<file path="config.mk">
export PLATFORM = sky130hd
export DESIGN_NAME = simonTop
export DESIGN_NICKNAME = d
export VERILOG_FILES = /design/src/common/gamePkg.sv /design/src/hw/tickGen.sv /design/src/game/patternRom.sv /design/src/game/roundSequencer.sv /design/src/game/inputChecker.sv /design/src/display/welcomeScroller.sv /design/src/display/segmentMux.sv /design/src/hw/simonTop.sv
export SDC_FILE = /design/constraint.sdc
export NUM_CORES = 1
export LEC_CHECK = 0
export BUFFER_PORTS_ARGS = -buffer_cell sky130_fd_sc_hd__buf_2
export CORE_MARGIN = 2
export CORE_UTILIZATION = 50
export DETAILED_ROUTE_END_ITERATION = 16
export MAX_ROUTING_LAYER = met4
export PLACE_DENSITY = 0.7
export SLEW_MARGIN = 20
export SYNTH_ARGS = -nofsm -noshare
export SYNTH_HDL_FRONTEND = slang
export SYNTH_SLANG_ARGS = --single-unit
export TNS_END_PERCENT = 30
</file>
<file path="constraint.sdc">
create_clock -name clkInit -period 4.1 [get_ports clkInit]
set_input_delay 0.41 -clock clkInit [delete_from_list [all_inputs] [get_ports clkInit]]
set_output_delay 0.41 -clock clkInit [all_outputs]
set_load 0.1 [all_outputs]
</file>
<file path="src/common/gamePkg.sv">
package gamePkg;

	//////////////////////////////
	// Timing
	localparam int STEP_CYCLES      = 16;  // Clocks per game step
	localparam int SCROLL_CYCLES    = 64;  // Clocks per welcome shift
	localparam int START_LEN        = 2;
	localparam int MAX_LEN          = 50;  // Entries per bank and winning length
	localparam int STEPS_PER_SYMBOL = 3;
	localparam int PAUSE_STEPS      = 2;   // GOOD or LOSE hold time
	localparam int NUM_BANKS        = 4;

	// Widths
	localparam int SEG_W  = 7;
	localparam int DIGITS = 4;
	localparam int SYM_W  = 3;
	localparam int ADDR_W = 6;

	// Symbol codes
	localparam logic [SYM_W-1:0] SYM_UP    = 3'd0;
	localparam logic [SYM_W-1:0] SYM_DOWN  = 3'd1;
	localparam logic [SYM_W-1:0] SYM_LEFT  = 3'd2;
	localparam logic [SYM_W-1:0] SYM_RIGHT = 3'd3;
	localparam logic [SYM_W-1:0] SYM_MID   = 3'd4;

	//////////////////////////////
	// Glyph words, active low, leftmost digit in the top bits
	localparam logic [DIGITS*SEG_W-1:0] WORD_UP    = 28'b1000001000110011111111111111;
	localparam logic [DIGITS*SEG_W-1:0] WORD_DOWN  = 28'b1000000100000010101011001000;
	localparam logic [DIGITS*SEG_W-1:0] WORD_LEFT  = 28'b1000111000011000011100000111;
	localparam logic [DIGITS*SEG_W-1:0] WORD_RIGHT = 28'b1001100111100100001110000110; // RITE
	localparam logic [DIGITS*SEG_W-1:0] WORD_MID   = 28'b1101010111100110000001111111;
	localparam logic [DIGITS*SEG_W-1:0] WORD_GOOD  = 28'b1000010100000010000000100001;
	localparam logic [DIGITS*SEG_W-1:0] WORD_LOSE  = 28'b1000111100000000100100000110;
	localparam logic [DIGITS*SEG_W-1:0] WORD_BLANK = '1;

	// Welcome string, index 0 enters first
	localparam int WELCOME_LEN = 32;
	localparam logic [0:WELCOME_LEN-1][SEG_W-1:0] WELCOME_TEXT = {
		7'b1010101, 7'b0000110, 7'b1000111, 7'b1000110,  // W E L C
		7'b1000000, 7'b1101010, 7'b0000110, 7'b1111111,  // O M E
		7'b0000111, 7'b1000000, 7'b1111111, 7'b0010010,  // T O   S
		7'b1001111, 7'b1101010, 7'b1000000, 7'b1001000,  // I M O N
		7'b1111111, 7'b0010010, 7'b0100000, 7'b0010001,  // S A Y
		7'b0010010, 7'b1111111, 7'b1111111, 7'b1111111,  // S
		7'b1111111, 7'b1111111, 7'b1111111, 7'b1111111,
		7'b1111111, 7'b1111111, 7'b1111111, 7'b1111111   // Trailing blanks
	};

	// Phase codes
	localparam logic [2:0] PH_IDLE  = 3'd0;
	localparam logic [2:0] PH_SHOW  = 3'd1;
	localparam logic [2:0] PH_GAP   = 3'd2;
	localparam logic [2:0] PH_INPUT = 3'd3;
	localparam logic [2:0] PH_PAUSE = 3'd4;
	localparam logic [2:0] PH_OVER  = 3'd5;

	// Display word, whole or per digit (digit 0 rightmost)
	typedef union packed {
		logic [DIGITS*SEG_W-1:0] word;
		logic [DIGITS-1:0][SEG_W-1:0] digit;
	} dispWord_u;

endpackage

</file>
<file path="src/hw/tickGen.sv">
module tickGen (
	input  logic clkInit,
	input  logic reset,
	output logic stepTick,
	output logic scrollTick
);
	import gamePkg::*;

	localparam int STEP_W   = $clog2(STEP_CYCLES);
	localparam int SCROLL_W = $clog2(SCROLL_CYCLES);

	logic [STEP_W-1:0]   stepCnt;    // Game step prescaler
	logic [SCROLL_W-1:0] scrollCnt;  // Welcome scroll prescaler

	// Strobes at terminal count
	assign stepTick   = (stepCnt == STEP_W'(STEP_CYCLES - 1));
	assign scrollTick = (scrollCnt == SCROLL_W'(SCROLL_CYCLES - 1));

	always_ff @(posedge clkInit)
	begin
		if (reset)
		begin
			stepCnt   <= '0;
			scrollCnt <= '0;
		end
		else
		begin
			stepCnt   <= stepTick ? '0 : stepCnt + 1'b1;      // Wrap
			scrollCnt <= scrollTick ? '0 : scrollCnt + 1'b1;
		end
	end

endmodule

</file>
<file path="src/game/patternRom.sv">
module patternRom (
	input  logic                                   clkInit,
	input  logic [$clog2(gamePkg::NUM_BANKS)-1:0] bank,
	input  logic [gamePkg::ADDR_W-1:0]             romAddr,
	output logic [gamePkg::SYM_W-1:0]              expectSym
);
	import gamePkg::*;

	// One row of symbols per bank
	logic [SYM_W-1:0] rom [NUM_BANKS][MAX_LEN];

	//////////////////////////////
	// Table contents

	// Entry k of bank b is (3k + b) mod 5, five symbols in all
	initial
	begin
		for (int b = 0; b < NUM_BANKS; b++)
		begin
			for (int k = 0; k < MAX_LEN; k++)
			begin
				rom[b][k] = SYM_W'((3 * k + b) % 5);
			end
		end
	end

	// Registered read like a block RAM
	always_ff @(posedge clkInit)
	begin
		expectSym <= rom[bank][romAddr];  // One cycle latency
	end

endmodule

</file>
<file path="src/game/roundSequencer.sv">
module roundSequencer (
	input  logic                                   clkInit,
	input  logic                                   reset,
	input  logic                                   stepTick,
	input  logic                                   start,
	input  logic [$clog2(gamePkg::NUM_BANKS)-1:0] bankIn,
	input  logic [gamePkg::SYM_W-1:0]              expectSym,
	input  logic                                   pressOk,
	input  logic                                   pressBad,
	input  logic [gamePkg::SYM_W-1:0]              pressSym,
	input  logic                                   held,
	output logic [gamePkg::ADDR_W-1:0]             romAddr,
	output logic [$clog2(gamePkg::NUM_BANKS)-1:0] bankSel,
	output logic                                   inputActive,
	output logic                                   roundClear,
	output gamePkg::dispWord_u                     showWord,
	output logic                                   dispSel,
	output logic                                   gameOver,
	output logic [gamePkg::ADDR_W-1:0]             score
);
	import gamePkg::*;

	localparam int TIMER_W = ADDR_W + 2;  // Holds STEPS_PER_SYMBOL * MAX_LEN

	logic [2:0]         phase;
	logic [ADDR_W-1:0]  len;        // Current round length
	logic [ADDR_W-1:0]  idx;        // Playback entry
	logic [ADDR_W-1:0]  okCnt;      // Correct presses so far
	logic [TIMER_W-1:0] timer;      // Steps in input or pause
	logic [TIMER_W-1:0] timeLimit;
	logic               allOk;      // Whole pattern entered
	logic               lost;
	logic               echoOn;     // Echo glyph of last good press

	function automatic dispWord_u symGlyph(input logic [SYM_W-1:0] sym);
		dispWord_u w;
		case (sym)
			SYM_UP:    w.word = WORD_UP;
			SYM_DOWN:  w.word = WORD_DOWN;
			SYM_LEFT:  w.word = WORD_LEFT;
			SYM_RIGHT: w.word = WORD_RIGHT;
			default:   w.word = WORD_MID;
		endcase
		return w;
	endfunction

	assign timeLimit   = TIMER_W'(STEPS_PER_SYMBOL * len);
	assign romAddr     = (phase == PH_INPUT) ? okCnt : idx;  // Expected symbol while entering
	assign inputActive = (phase == PH_INPUT) && !allOk;
	assign dispSel     = (phase == PH_IDLE);                  // Welcome text only in idle

	//////////////////////////////
	// Phase machine
	always_ff @(posedge clkInit)
	begin
		if (reset)
		begin
			phase      <= PH_IDLE;
			len        <= '0;
			idx        <= '0;
			okCnt      <= '0;
			timer      <= '0;
			allOk      <= 1'b0;
			lost       <= 1'b0;
			echoOn     <= 1'b0;
			bankSel    <= '0;
			roundClear <= 1'b0;
			gameOver   <= 1'b0;
			score      <= '0;
		end
		else
		begin
			roundClear <= 1'b0;
			case (phase)
				PH_IDLE, PH_OVER:
				begin
					if (start)
					begin
						bankSel  <= bankIn;             // Bank fixed for the game
						len      <= ADDR_W'(START_LEN);
						idx      <= '0;
						lost     <= 1'b0;
						gameOver <= 1'b0;
						score    <= '0;
						phase    <= PH_GAP;             // Align first show to a step
					end
				end
				PH_SHOW:
				begin
					if (stepTick)
					begin
						if (idx == len - 1'b1)
						begin
							// Last entry shown, no gap
							phase      <= PH_INPUT;
							idx        <= '0;
							okCnt      <= '0;
							timer      <= '0;
							allOk      <= 1'b0;
							echoOn     <= 1'b0;
							roundClear <= 1'b1;
						end
						else
						begin
							phase <= PH_GAP;
							idx   <= idx + 1'b1;  // Next entry fetched during gap
						end
					end
				end
				PH_GAP:
				begin
					if (stepTick)
					begin
						phase <= PH_SHOW;
					end
				end
				PH_INPUT:
				begin
					if (!held)
					begin
						echoOn <= 1'b0;  // Blank on release
					end
					if (pressBad)
					begin
						lost  <= 1'b1;
						timer <= '0;
						phase <= PH_PAUSE;
					end
					else if (pressOk)
					begin
						echoOn <= 1'b1;
						if (okCnt == len - 1'b1)
						begin
							allOk <= 1'b1;
						end
						else
						begin
							okCnt <= okCnt + 1'b1;
						end
					end
					else if (allOk)
					begin
						if (!held)
						begin
							lost  <= 1'b0;  // GOOD after last echo
							timer <= '0;
							phase <= PH_PAUSE;
						end
					end
					else if (stepTick)
					begin
						if (timer == timeLimit - 1'b1)
						begin
							lost  <= 1'b1;  // Time limit
							timer <= '0;
							phase <= PH_PAUSE;
						end
						else
						begin
							timer <= timer + 1'b1;
						end
					end
				end
				PH_PAUSE:
				begin
					if (stepTick)
					begin
						if (timer == TIMER_W'(PAUSE_STEPS - 1))
						begin
							timer <= '0;
							if (lost)
							begin
								phase    <= PH_OVER;
								gameOver <= 1'b1;
								score    <= len - 1'b1;  // Completed length
							end
							else if (len == ADDR_W'(MAX_LEN))
							begin
								phase    <= PH_OVER;  // Win
								gameOver <= 1'b1;
								score    <= len;
							end
							else
							begin
								len   <= len + 1'b1;
								phase <= PH_SHOW;
							end
						end
						else
						begin
							timer <= timer + 1'b1;
						end
					end
				end
				default: phase <= PH_IDLE;
			endcase
		end
	end

	// Game word
	always_comb
	begin
		case (phase)
			PH_SHOW:  showWord = symGlyph(expectSym);
			PH_INPUT: showWord = echoOn ? symGlyph(pressSym) : WORD_BLANK;
			PH_PAUSE, PH_OVER: showWord = lost ? WORD_LOSE : WORD_GOOD;
			default:  showWord = WORD_BLANK;  // Gap and idle
		endcase
	end

endmodule

</file>
<file path="src/game/inputChecker.sv">
module inputChecker (
	input  logic                      clkInit,
	input  logic                      reset,
	input  logic                      inputActive,
	input  logic                      roundClear,
	input  logic [gamePkg::SYM_W-1:0] expectSym,
	input  logic                      btnU,
	input  logic                      btnD,
	input  logic                      btnL,
	input  logic                      btnR,
	input  logic                      btnM,
	output logic                      pressOk,
	output logic                      pressBad,
	output logic [gamePkg::SYM_W-1:0] pressSym,
	output logic                      held
);
	import gamePkg::*;

	logic [4:0]       btns;    // Bit position equals symbol code
	logic             anyBtn;
	logic             anyQ;
	logic             multi;   // More than one button
	logic             rise;
	logic [SYM_W-1:0] btnSym;

	assign btns   = {btnM, btnR, btnL, btnD, btnU};
	assign anyBtn = |btns;
	assign multi  = (btns & (btns - 1'b1)) != '0;
	assign rise   = anyBtn && !anyQ;  // New press only after full release
	assign held   = anyQ;

	// One-hot to symbol
	always_comb
	begin
		btnSym = SYM_MID;
		if (btnU) btnSym = SYM_UP;
		else if (btnD) btnSym = SYM_DOWN;
		else if (btnL) btnSym = SYM_LEFT;
		else if (btnR) btnSym = SYM_RIGHT;
	end

	always_ff @(posedge clkInit)
	begin
		if (reset)
		begin
			anyQ     <= 1'b0;
			pressOk  <= 1'b0;
			pressBad <= 1'b0;
		end
		else
		begin
			anyQ     <= anyBtn;
			pressOk  <= 1'b0;
			pressBad <= 1'b0;
			// Nothing counts in the cycle the round opens
			if (inputActive && !roundClear && rise)
			begin
				pressOk  <= !multi && (btnSym == expectSym);
				pressBad <= multi || (btnSym != expectSym);
			end
		end
	end

	// Symbol for the echo
	always_ff @(posedge clkInit)
	begin
		if (rise)
		begin
			pressSym <= btnSym;
		end
	end

endmodule

</file>
<file path="src/display/welcomeScroller.sv">
module welcomeScroller (
	input  logic               clkInit,
	input  logic               reset,
	input  logic               scrollTick,
	input  logic               active,
	output gamePkg::dispWord_u welcomeWord
);
	import gamePkg::*;

	logic [$clog2(WELCOME_LEN)-1:0] txtIdx;  // Next glyph, wraps at WELCOME_LEN
	logic                           activeQ;

	always_ff @(posedge clkInit)
	begin
		if (reset)
		begin
			txtIdx           <= '0;
			activeQ          <= 1'b0;
			welcomeWord.word <= WORD_BLANK;
		end
		else
		begin
			activeQ <= active;
			if (active && !activeQ)
			begin
				txtIdx           <= '0;  // Restart text
				welcomeWord.word <= WORD_BLANK;
			end
			else if (active && scrollTick)
			begin
				// Shift left, new glyph in at the right
				welcomeWord.digit[DIGITS-1:1] <= welcomeWord.digit[DIGITS-2:0];
				welcomeWord.digit[0]          <= WELCOME_TEXT[txtIdx];
				txtIdx                        <= txtIdx + 1'b1;
			end
		end
	end

endmodule

</file>
<file path="src/display/segmentMux.sv">
module segmentMux (
	input  logic                       clkInit,
	input  logic                       reset,
	input  logic                       dispSel,
	input  gamePkg::dispWord_u         showWord,
	input  gamePkg::dispWord_u         welcomeWord,
	output logic [gamePkg::DIGITS-1:0] an,
	output logic [gamePkg::SEG_W-1:0]  seg
);
	import gamePkg::*;

	logic [$clog2(DIGITS)-1:0] scanCnt;  // Digit being driven
	dispWord_u                 selWord;

	assign selWord = dispSel ? welcomeWord : showWord;

	//////////////////////////////
	// Digit scan
	always_ff @(posedge clkInit)
	begin
		if (reset)
		begin
			scanCnt <= '0;
			an      <= '1;  // All digits off
			seg     <= '1;
		end
		else
		begin
			scanCnt <= scanCnt + 1'b1;
			an      <= ~(DIGITS'(1) << scanCnt);  // Digit 0 on anode 1110
			seg     <= selWord.digit[scanCnt];
		end
	end

endmodule

</file>
<file path="src/hw/simonTop.sv">
module simonTop (
	input  logic       clkInit,
	input  logic       reset,
	input  logic       start,
	input  logic [1:0] bank,
	input  logic       btnU,
	input  logic       btnD,
	input  logic       btnL,
	input  logic       btnR,
	input  logic       btnM,
	output logic [3:0] an,
	output logic [6:0] seg,
	output logic       gameOver,
	output logic [5:0] score
);

	logic        stepTick;
	logic        scrollTick;
	logic [5:0]  romAddr;
	logic [1:0]  bankSel;
	logic [2:0]  expectSym;
	logic        inputActive;
	logic        roundClear;
	logic        pressOk;
	logic        pressBad;
	logic [2:0]  pressSym;
	logic        held;
	logic [27:0] showWord;     // Game word
	logic [27:0] welcomeWord;
	logic        dispSel;      // High in idle

	//////////////////////////////
	// Timing and game core
	tickGen uTick (
		.clkInit    (clkInit),
		.reset      (reset),
		.stepTick   (stepTick),
		.scrollTick (scrollTick)
	);

	patternRom uRom (
		.clkInit   (clkInit),
		.bank      (bankSel),
		.romAddr   (romAddr),
		.expectSym (expectSym)
	);

	roundSequencer uSeq (
		.clkInit     (clkInit),
		.reset       (reset),
		.stepTick    (stepTick),
		.start       (start),
		.bankIn      (bank),
		.expectSym   (expectSym),
		.pressOk     (pressOk),
		.pressBad    (pressBad),
		.pressSym    (pressSym),
		.held        (held),
		.romAddr     (romAddr),
		.bankSel     (bankSel),
		.inputActive (inputActive),
		.roundClear  (roundClear),
		.showWord    (showWord),
		.dispSel     (dispSel),
		.gameOver    (gameOver),
		.score       (score)
	);

	inputChecker uChk (
		.clkInit     (clkInit),
		.reset       (reset),
		.inputActive (inputActive),
		.roundClear  (roundClear),
		.expectSym   (expectSym),
		.btnU        (btnU),
		.btnD        (btnD),
		.btnL        (btnL),
		.btnR        (btnR),
		.btnM        (btnM),
		.pressOk     (pressOk),
		.pressBad    (pressBad),
		.pressSym    (pressSym),
		.held        (held)
	);

	// Display path
	welcomeScroller uWelcome (
		.clkInit     (clkInit),
		.reset       (reset),
		.scrollTick  (scrollTick),
		.active      (dispSel),
		.welcomeWord (welcomeWord)
	);

	segmentMux uMux (
		.clkInit     (clkInit),
		.reset       (reset),
		.dispSel     (dispSel),
		.showWord    (showWord),
		.welcomeWord (welcomeWord),
		.an          (an),
		.seg         (seg)
	);

endmodule

</file>
==> results of run 1 <==
-- state kept, by name, summed over array words and instances (netlist names), 5 cells and up, named ones only --
name / cells
uWelcome.txtIdx: 5
uWelcome.welcomeWord: 28
uMux.seg: 7
uSeq.score: 6
uSeq.idx: 6
uSeq.timer: 8
uTick.scrollCnt: 6
uSeq.okCnt: 6
uSeq.len: 6
-- layout make-up --
| type | instances | area share |
|---|---|---|
| multi-input combinational | 732 | 0.562 |
| inverter | 36 | 0.0158 |
| clock inverter | 13 | 0.0348 |
| tap | 188 | 0.0275 |
| sequential | 118 | 0.280 |
| timing repair buffer | 42 | 0.0289 |
| clock buffer | 19 | 0.0518 |
-- layer usage --
layer,vias up,part of all wire,track usage
met5,-,0,-
met4,0,0.024,0.0886
met3,37,0.055,0.0456
met2,235,0.47,0.391
met1,3199,0.45,0.310
li1,3391,-,-
-- logic make-up (layout without fill, tap and decap cells) --
group                      count (synthesis)  in the layout  share of synthesized area
muxes                                     49             49                     0.0713
and+or+nand+nor                          375            375                      0.247
xor gates and xnor gates                  54             54                     0.0689
AOI/OAI and AO/OA                        220            220                      0.190
adders and majority gates                 34             34                     0.0571
DFF                                      118            118                      0.315
buffers and inverters                     96            110                     0.0510
-- report_power, final --
group          internal [µW]  switching (µW)  total (µW)
Combinational            151             270         420
Sequential              1190            44.3        1230
Clock                   1340             529        1870
Total                   2680             843        3520
-- per-stage QoR --
| stage | hold slack (ns) | util |
|---|---|---|
| 2_1_floorplan | 0.418 | - |
| 3_3_place_gp | 0.432 | 0.520 |
| 3_5_place_dp | 0.436 | 0.520 |
| 4_1_cts | 0.175 | 0.569 |
| 5_1_grt | 0.191 | 0.569 |
| 6_report | 0.189 | 0.569 |
-- worst paths after layout --
kind,slack (ns),from,endpoint
min reg2reg,0.44,uTick.scrollCnt[0],uTick.scrollCnt[0]
max reg2reg,0.48,uSeq.len[4],uSeq.phase[2]
max,0.48,uSeq.len[4],uSeq.phase[2]
min,0.19,reset,uSeq.bankSel[0]
-- cell usage after synthesis, types with 6 or more instances --
cell type	number	area, µm²
nor2b_1	17	106
or4_1	10	75.1
or2_2	7	43.8
or3_1	9	56.3
inv_1	36	135
o211ai_1	11	82.6
clkbuf_1	46	173
ha_1	33	413
nand2b_1	21	131
nor2_1	89	334
nand3_1	48	240
nand2_1	110	413
a31oi_1	15	93.8
a211oi_1	14	105
o21ai_0	40	200
mux2_2	10	113
dfxtp_1	115	2300
xnor2_1	35	307
a22oi_1	9	67.6
buf_2	9	45.0
and3_1	6	37.5
nor3_1	16	80.1
o221ai_1	8	70.1
o22ai_1	8	50.1
xor2_1	15	131
o31ai_1	6	45.0
and2_1	7	43.8
mux2i_1	36	360
a21oi_1	67	335
a21o_1	6	45.0
==> results.cfg, run 1 <==
[placed_design]
io_buffers = 27
placed_cell_area_um2 = 7820
place_congestion = 0.895
dpl.hpwl_um = 12900
place_ws_ns = 0.560
dp_cells = 1116

[critical_path]
endpoint_kind = flop
path_class = flop to flop
path_delay_family = adder cells
cp.depth = 9
critPathLaunchType = flop
path_buf_inv = 1
crit_slowest_cell = fa_1
ff2ff_path_depth = 9
crit_fanout = 7
worstPathArrival_ns = 3.93
critPathRequiredTime_ns = 4.41
critPathMaxStageDelay_ns = 0.68
path_cells = inv_1, ha_1, fa_1, o31ai_1, or3_1, a2111oi_0, a21oi_1, nor4_2, mux2_2

[grt]
grt_overflow = 0
grt_max_degree = 58
grt_pass1_vias = 6484
gr-usage-all-layers = 0.244
grt_pass1_wl_um = 31500
antenna_found_initial = 0

[detailed_routing]
wl_um = 18500
drt_iter0_drc = 565
final_antenna_net_count = 0
num_vias = 6862
drt-vias-per-instance = 5.98
wl_per_cell_um = 16.1
drc = 0
drt_pre_antenna_iters = 6

[yosys]
synth_enable_flop_cells = 3
synth_cell_type_count = 76
yosys_most_used_dff = dfxtp_1
synthesis.instances = 946
synth.ff_latch_count = 118
syn_nets = 990
async_flop_share = 0
seq_area_frac_synth = 0.315
syn_area_per_cell_um2 = 8.02
synth_warnings = 0
synth.cell_area_um2 = 7590

[min_path]
min_path_type = input port to flop
min_path_cells = 2

[timing]
hold_violations = 0
relSlewSlack = 0.354
maxSlewViolCount = 0
fin_ws_ns = 0.475
period_needed_ns = 3.62
setup_viol = 0
final.period_utilization = 0.884
rsz0062_at_grt = no
max_freq_mhz = 276
finalClockSkew_ns = 0.00770
finalSetupTns_ns = 0
max_slew.worst_pin.slew_ns = 0.963

[clock_network]
cts_buffers = 17
cts.sinks = 118
cts.hold.buffers_added = 0
post-cts-setup-buffers = 0
root_buffer = clkbuf_16
clock_latency_ns = 0.42
cts_tree = done
cts_buffer_depth = 2
htreeDepth = 4
ctsResizeCount = 0
clk_transition_reported_paths_ns = 0.05

[status]
status = finished clean

[run]
cap_violations = 0

[cells_and_area]
layout-drive-gt1-share = 0.109
fin_nets = 991
multiInputGateArea_um2 = 4810
layout_common_cells = dfxtp_1, nand2_1, nor2_1
design_area_um2 = 8560
area_growth_pct = 12.8
final_common_cell = dfxtp_1
n_fill_cell = 1377
n_antenna_cell = 0
final_cells = 1148
ff_latch_area_um2 = 2390

[power_and_ir_drop]
power.total_uw = 3520
p_leak_uw = 0.00344
power.density_nw_per_um2 = 411
ir_worst_vdd_v = 0.000379

[floorplanning]
rows = 45
die_h_um = 127
design.core.area_um2 = 15000
start_util = 0.505
die_area_um2 = 16200
io_pins = 28
die_w_um = 127
Note: power is estimated with default switching activity, not from simulation.
==> inputs of run 2 (changes only) <==
--- a/config.mk
+++ b/config.mk
@@ -6,11 +6,12 @@
 export NUM_CORES = 1
 export LEC_CHECK = 0
 export BUFFER_PORTS_ARGS = -buffer_cell sky130_fd_sc_hd__buf_2
-export CORE_MARGIN = 2
+export CORE_MARGIN = 1.5
 export CORE_UTILIZATION = 50
 export DETAILED_ROUTE_END_ITERATION = 16
 export MAX_ROUTING_LAYER = met4
 export PLACE_DENSITY = 0.7
+export REMOVE_ABC_BUFFERS = 1
 export SLEW_MARGIN = 20
 export SYNTH_ARGS = -nofsm -noshare
 export SYNTH_HDL_FRONTEND = slang
==> results.cfg, run 2 (same netlist as run 1, synthesis figures left out) <==
[floorplanning]
die_area_um2 = 15900
start_util = 0.516
die_w_um = 126
design.core.area_um2 = 14700
die_h_um = 126
io_pins = 28
rows = 44

[timing]
hold_violations = 0
finalClockSkew_ns = 0.0195
setup_viol = 0
relSlewSlack = 0.393
period_needed_ns = 3.54
finalSetupTns_ns = 0
final.period_utilization = 0.864
maxSlewViolCount = 0
max_slew.worst_pin.slew_ns = 0.908
max_freq_mhz = 282
rsz0062_at_grt = no

[detailed_routing]
drt-vias-per-instance = 5.99
num_vias = 6855
final_antenna_net_count = 0
drt_pre_antenna_iters = 5
drt_iter0_drc = 690
drc = 0
wl_per_cell_um = 16.2
wl_um = 18600

[clock_network]
ctsResizeCount = 0
cts_buffer_depth = 2
clk_transition_reported_paths_ns = 0.06
post-cts-setup-buffers = 0
cts_tree = done
cts_buffers = 17
root_buffer = clkbuf_16
clock_latency_ns = 0.42
cts.sinks = 118
cts.hold.buffers_added = 0
htreeDepth = 4

[placed_design]
dpl.hpwl_um = 12800
place_congestion = 0.918
io_buffers = 27
placed_cell_area_um2 = 7820

[cells_and_area]
layout_common_cells = dfxtp_1, nand2_1, nor2_1
final_common_cell = dfxtp_1
final_util = 0.573
design_area_um2 = 8420
area_growth_pct = 11.0
n_antenna_cell = 0
largest_reg_flops = 28
layout-drive-gt1-share = 0.109
largestRegisters = uWelcome.welcomeWord: 28 flops, uSeq.timer: 8 flops, uMux.seg: 7 flops
fin_nets = 992
top_register = uWelcome.welcomeWord

[critical_path]
crit_slowest_cell = fa_1
critPathLaunchType = flop
path_cells = inv_1, ha_1, fa_1, o31ai_1, or3_1, a2111oi_0, a21oi_1, nor4_2, mux2_2
critPathRequiredTime_ns = 4.41
worstReg2RegStart = uSeq.len[4]
critPathMaxStageDelay_ns = 0.68
worstPathArrival_ns = 3.85
crit_fanout = 7
r2r-end = uSeq.phase[2]
reg2reg_setup_slack_ns = 0.56
ff2ff_path_depth = 9
path_class = flop to flop
endpoint_kind = flop

[grt]
grt_overflow = 0
antenna_found_initial = 0
grt_pass1_vias = 6341
grt_max_degree = 40
grt_pass1_wl_um = 31500
gr-usage-all-layers = 0.249

[run]
cap_violations = 0

[min_path]
min_from = bank[0]
min_path_cells = 3
min_path_type = input port to flop
min_to = uSeq.bankSel[0]

[power_and_ir_drop]
ir_worst_vdd_v = 0.000324
p_leak_uw = 0.00338
power.density_nw_per_um2 = 374

[status]
status = finished clean
## run 2: critical path, delay by kind of cell (launching register included)
family,cells,cell delay (ns)
adder cells (fa/ha/maj),2,0.95
multiplexers,1,0.37
flip-flops,1,0.51
buffers and inverters,1,0.16
AND/OR/NAND/NOR,2,0.76
AO/OA/AOI/OAI,3,0.70
## run 2: final cells by class
type / instances / area (µm²)
fill: 1367 / 6280
multi-input combinational: 732 / 4810
sequential: 118 / 2390
clock buffer: 21 / 482
timing repair buffer: 43 / 255
tap: 184 / 230
inverter: 36 / 135
clock inverter: 10 / 119
## run 2: report_power, final
group          switching [µW]  internal, µW  leakage, µW  total [µW]
clock                     532           962     0.000295        1490
combinational             271           149      0.00211         419
sequential               46.9          1190     0.000965        1240
total                     850          2300      0.00338        3150
## run 2: metal layers
layer	GRT usage	vias up	routed length [µm]
met2	0.391	209	8720
met1	0.323	3218	8640
met3	0.0425	32	884
met5	-	-	0
li1	-	3396	-
met4	0.0899	0	352
## run 2: per-stage QoR
| stage | setup slack (ns) | hold slack [ns] | std cells | power, µW |
|---|---|---|---|---|
| 3_5_place_dp | 0.561 | 0.437 | 1113 | 1670 |
| 6_report | 0.556 | 0.263 | 1144 | 3150 |
| 5_1_grt | 0.290 | 0.254 | 1144 | 3280 |
| 2_1_floorplan | 0.748 | 0.418 | 886 | 1550 |
| 3_3_place_gp | 0.617 | 0.430 | 1113 | 1670 |
| 4_1_cts | 0.530 | 0.250 | 1144 | 3170 |
## run 2: worst max path at each step
stage | start | to | slack, ns | cells past startpoint
floorplan | uSeq.phase[1] | uRom.expectSym[0] | 0.75 | 7
global placement | uSeq.len[4] | uSeq.phase[2] | 0.62 | 9
detailed placement | uSeq.len[4] | uSeq.phase[2] | 0.56 | 9
CTS | uSeq.len[4] | uSeq.phase[2] | 0.53 | 9
global route | uSeq.len[4] | uSeq.phase[2] | 0.29 | 9
finish | uSeq.len[4] | uSeq.phase[2] | 0.56 | 9
==> inputs of run 3 (changes only) <==
--- a/config.mk
+++ b/config.mk
@@ -5,6 +5,7 @@
 export SDC_FILE = /design/constraint.sdc
 export NUM_CORES = 1
 export LEC_CHECK = 0
+export ABC_AREA = 1
 export BUFFER_PORTS_ARGS = -buffer_cell sky130_fd_sc_hd__buf_2
 export CORE_MARGIN = 1.5
 export CORE_UTILIZATION = 50
@@ -12,6 +13,7 @@
 export MAX_ROUTING_LAYER = met4
 export PLACE_DENSITY = 0.7
 export REMOVE_ABC_BUFFERS = 1
+export SETUP_SLACK_MARGIN = 0.2
 export SLEW_MARGIN = 20
 export SYNTH_ARGS = -nofsm -noshare
 export SYNTH_HDL_FRONTEND = slang
==> results.cfg, run 3 <==
[clock_network]
cts_buffer_depth = 2
htreeDepth = 4
cts_tree = done
cts.hold.buffers_added = 0
cts.sinks = 118
post-cts-setup-buffers = 0
root_buffer = clkbuf_16
clk_transition_reported_paths_ns = 0.06
cts_buffers = 17
clock_latency_ns = 0.42
ctsResizeCount = 0

[placed_design]
placed_cell_area_um2 = 7660
dpl.hpwl_um = 13500
io_buffers = 27
place_congestion = 0.927

[timing]
period_needed_ns = 2.79
finalClockSkew_ns = 0.0172
hold_violations = 0
final.period_utilization = 0.681
finalSetupTns_ns = 0
relSlewSlack = 0.438
whs_ns = 0.300
setup_viol = 0
max_slew.worst_pin.slew_ns = 0.837
maxSlewViolCount = 0
rsz0062_at_grt = no
max_freq_mhz = 358

[status]
status = finished clean

[floorplanning]
io_pins = 28
start_util = 0.512
die_area_um2 = 15600
design.core.area_um2 = 14500
rows = 44
die_w_um = 125
die_h_um = 125

[power_and_ir_drop]
seqPwrFrac = 0.283
power.density_nw_per_um2 = 622
p_int_uw = 2840
switching_power_uw = 2290
p_sw_frac = 0.447
ir_worst_vdd_v = 0.000348
p_leak_uw = 0.00380
power.total_uw = 5130
power_frac_clock = 0.288
combPwrFrac = 0.429

[cells_and_area]
area_growth_pct = 10.9
top_register = uWelcome.welcomeWord
layout-drive-gt1-share = 0.0856
fin_nets = 1199
largestRegisters = uWelcome.welcomeWord: 28 flops, uSeq.timer: 8 flops, uMux.seg: 7 flops
design_area_um2 = 8260
layout_common_cells = nand2_1, nand3_1, inv_1
final_common_cell = nand2_1
largest_reg_flops = 28
n_antenna_cell = 0

[grt]
grt_max_degree = 37
antenna_found_initial = 0
grt_pass1_wl_um = 31700
grt_pass1_vias = 6614
gr-usage-all-layers = 0.252
grt_overflow = 0

[yosys]
synth_top_area_frac = 0.309
yosysMostFrequentCell = nand2_1
synth.ff_latch_count = 118
synthesis.instances = 1144
synth_warnings = 0
synthTopCellsByCount = nand2_1, nand3_1, inv_1
seq_area_frac_synth = 0.321
syn_area_per_cell_um2 = 6.51
synth_cell_type_count = 55
synth.cell_area_um2 = 7450
synth_enable_flop_cells = 3
async_flop_share = 0
synth_area_leader_cell = dfxtp_1
yosys_most_used_dff = dfxtp_1
synth_area_leaders = dfxtp_1, nand2_1, nand3_1

[min_path]
min_from = btnM
min_path_type = input port to flop
min_path_cells = 4
min_to = uChk.held

[detailed_routing]
drt_pre_antenna_iters = 6
wl_um = 18900
drt-vias-per-instance = 5.48
wl_per_cell_um = 14.0
drt_iter0_drc = 682
drc = 0
num_vias = 7403
final_antenna_net_count = 0

[critical_path]
critPathLaunchType = flop
critPathRequiredTime_ns = 4.39
path_class = flop to flop
reg2reg_setup_slack_ns = 1.31
crit_fanout = 8
worstPathArrival_ns = 3.08
endpoint_kind = flop
worstReg2RegStart = uSeq.len[4]
ff2ff_path_depth = 13
r2r-end = uSeq.timer[4]

[run]
cap_violations = 0
-- run 3: through the flow --
step | std cells | setup WS (ns) | util
6_report | 1352 | 1.31 | 0.568
5_1_grt | 1352 | 1.01 | 0.568
4_1_cts | 1352 | 1.34 | 0.568
3_5_place_dp | 1320 | 1.36 | 0.527
3_3_place_gp | 1320 | 1.43 | 0.527
2_1_floorplan | 1104 | 1.55 | -
-- run 3: worst max path at each step --
stage / end / slack [ns] / startpoint / cells after the start
2_1_floorplan: uWelcome.welcomeWord[2] / 1.55 / uSeq.phase[1] / 9
4_1_cts: uSeq.timer[4] / 1.34 / uSeq.len[4] / 13
5_1_grt: uSeq.timer[4] / 1.01 / uSeq.len[0] / 13
3_5_place_dp: uSeq.timer[4] / 1.36 / uSeq.len[4] / 13
6_report: uSeq.timer[4] / 1.31 / uSeq.len[4] / 13
3_3_place_gp: uSeq.timer[0] / 1.43 / uSeq.len[4] / 13
-- run 3: area by class of cell --
cell class | count | area (µm²)
Inverter | 130 | 490
Sequential cell | 118 | 2390
Clock buffer | 20 | 478
Clock inverter | 12 | 118
Multi-Input combinational cell | 856 | 4380
Fill cell | 1457 | 6270
Timing Repair Buffer | 32 | 173
Tap cell | 184 | 230
-- run 3: cell families (layout without fill, tap and decap cells) --
group / after synthesis / after routing / synth area share
compound gates: 182 / 182 / 0.145
xor+xnor: 24 / 24 / 0.0282
fa+ha+maj: 34 / 34 / 0.0581
simple gates: 616 / 616 / 0.357
buf+inv: 170 / 194 / 0.0910
flops: 118 / 118 / 0.321
-- run 3: power by group through the flow --
stage | sequential (µW) | combinational [µW] | clock, µW
after floorplan | 1580 | 1540 | 0
after global placement | 1470 | 2150 | 0
after detailed placement | 1480 | 2160 | 0
after CTS | 1450 | 2170 | 1500
after global routing | 1480 | 2470 | 1550
final | 1460 | 2200 | 1480
-- run 3: worst max-delay path, cell delays in order (launching register included) --
cell	delay, ns
dfxtp_1	0.48
inv_1	0.14
ha_1	0.25
fa_1	0.60
nor2_1	0.19
nand3_1	0.11
nand3_1	0.08
nand2_1	0.05
nand2_1	0.06
nand4_1	0.14
nand2_1	0.12
nand2_1	0.20
nand3b_1	0.16
a21oi_1	0.07
-- run 3: layer usage --
layer  GRT usage  part of all wire
met2       0.373              0.43
met5           -                 0
met1       0.348              0.49
met4      0.0896             0.018
met3      0.0432             0.055
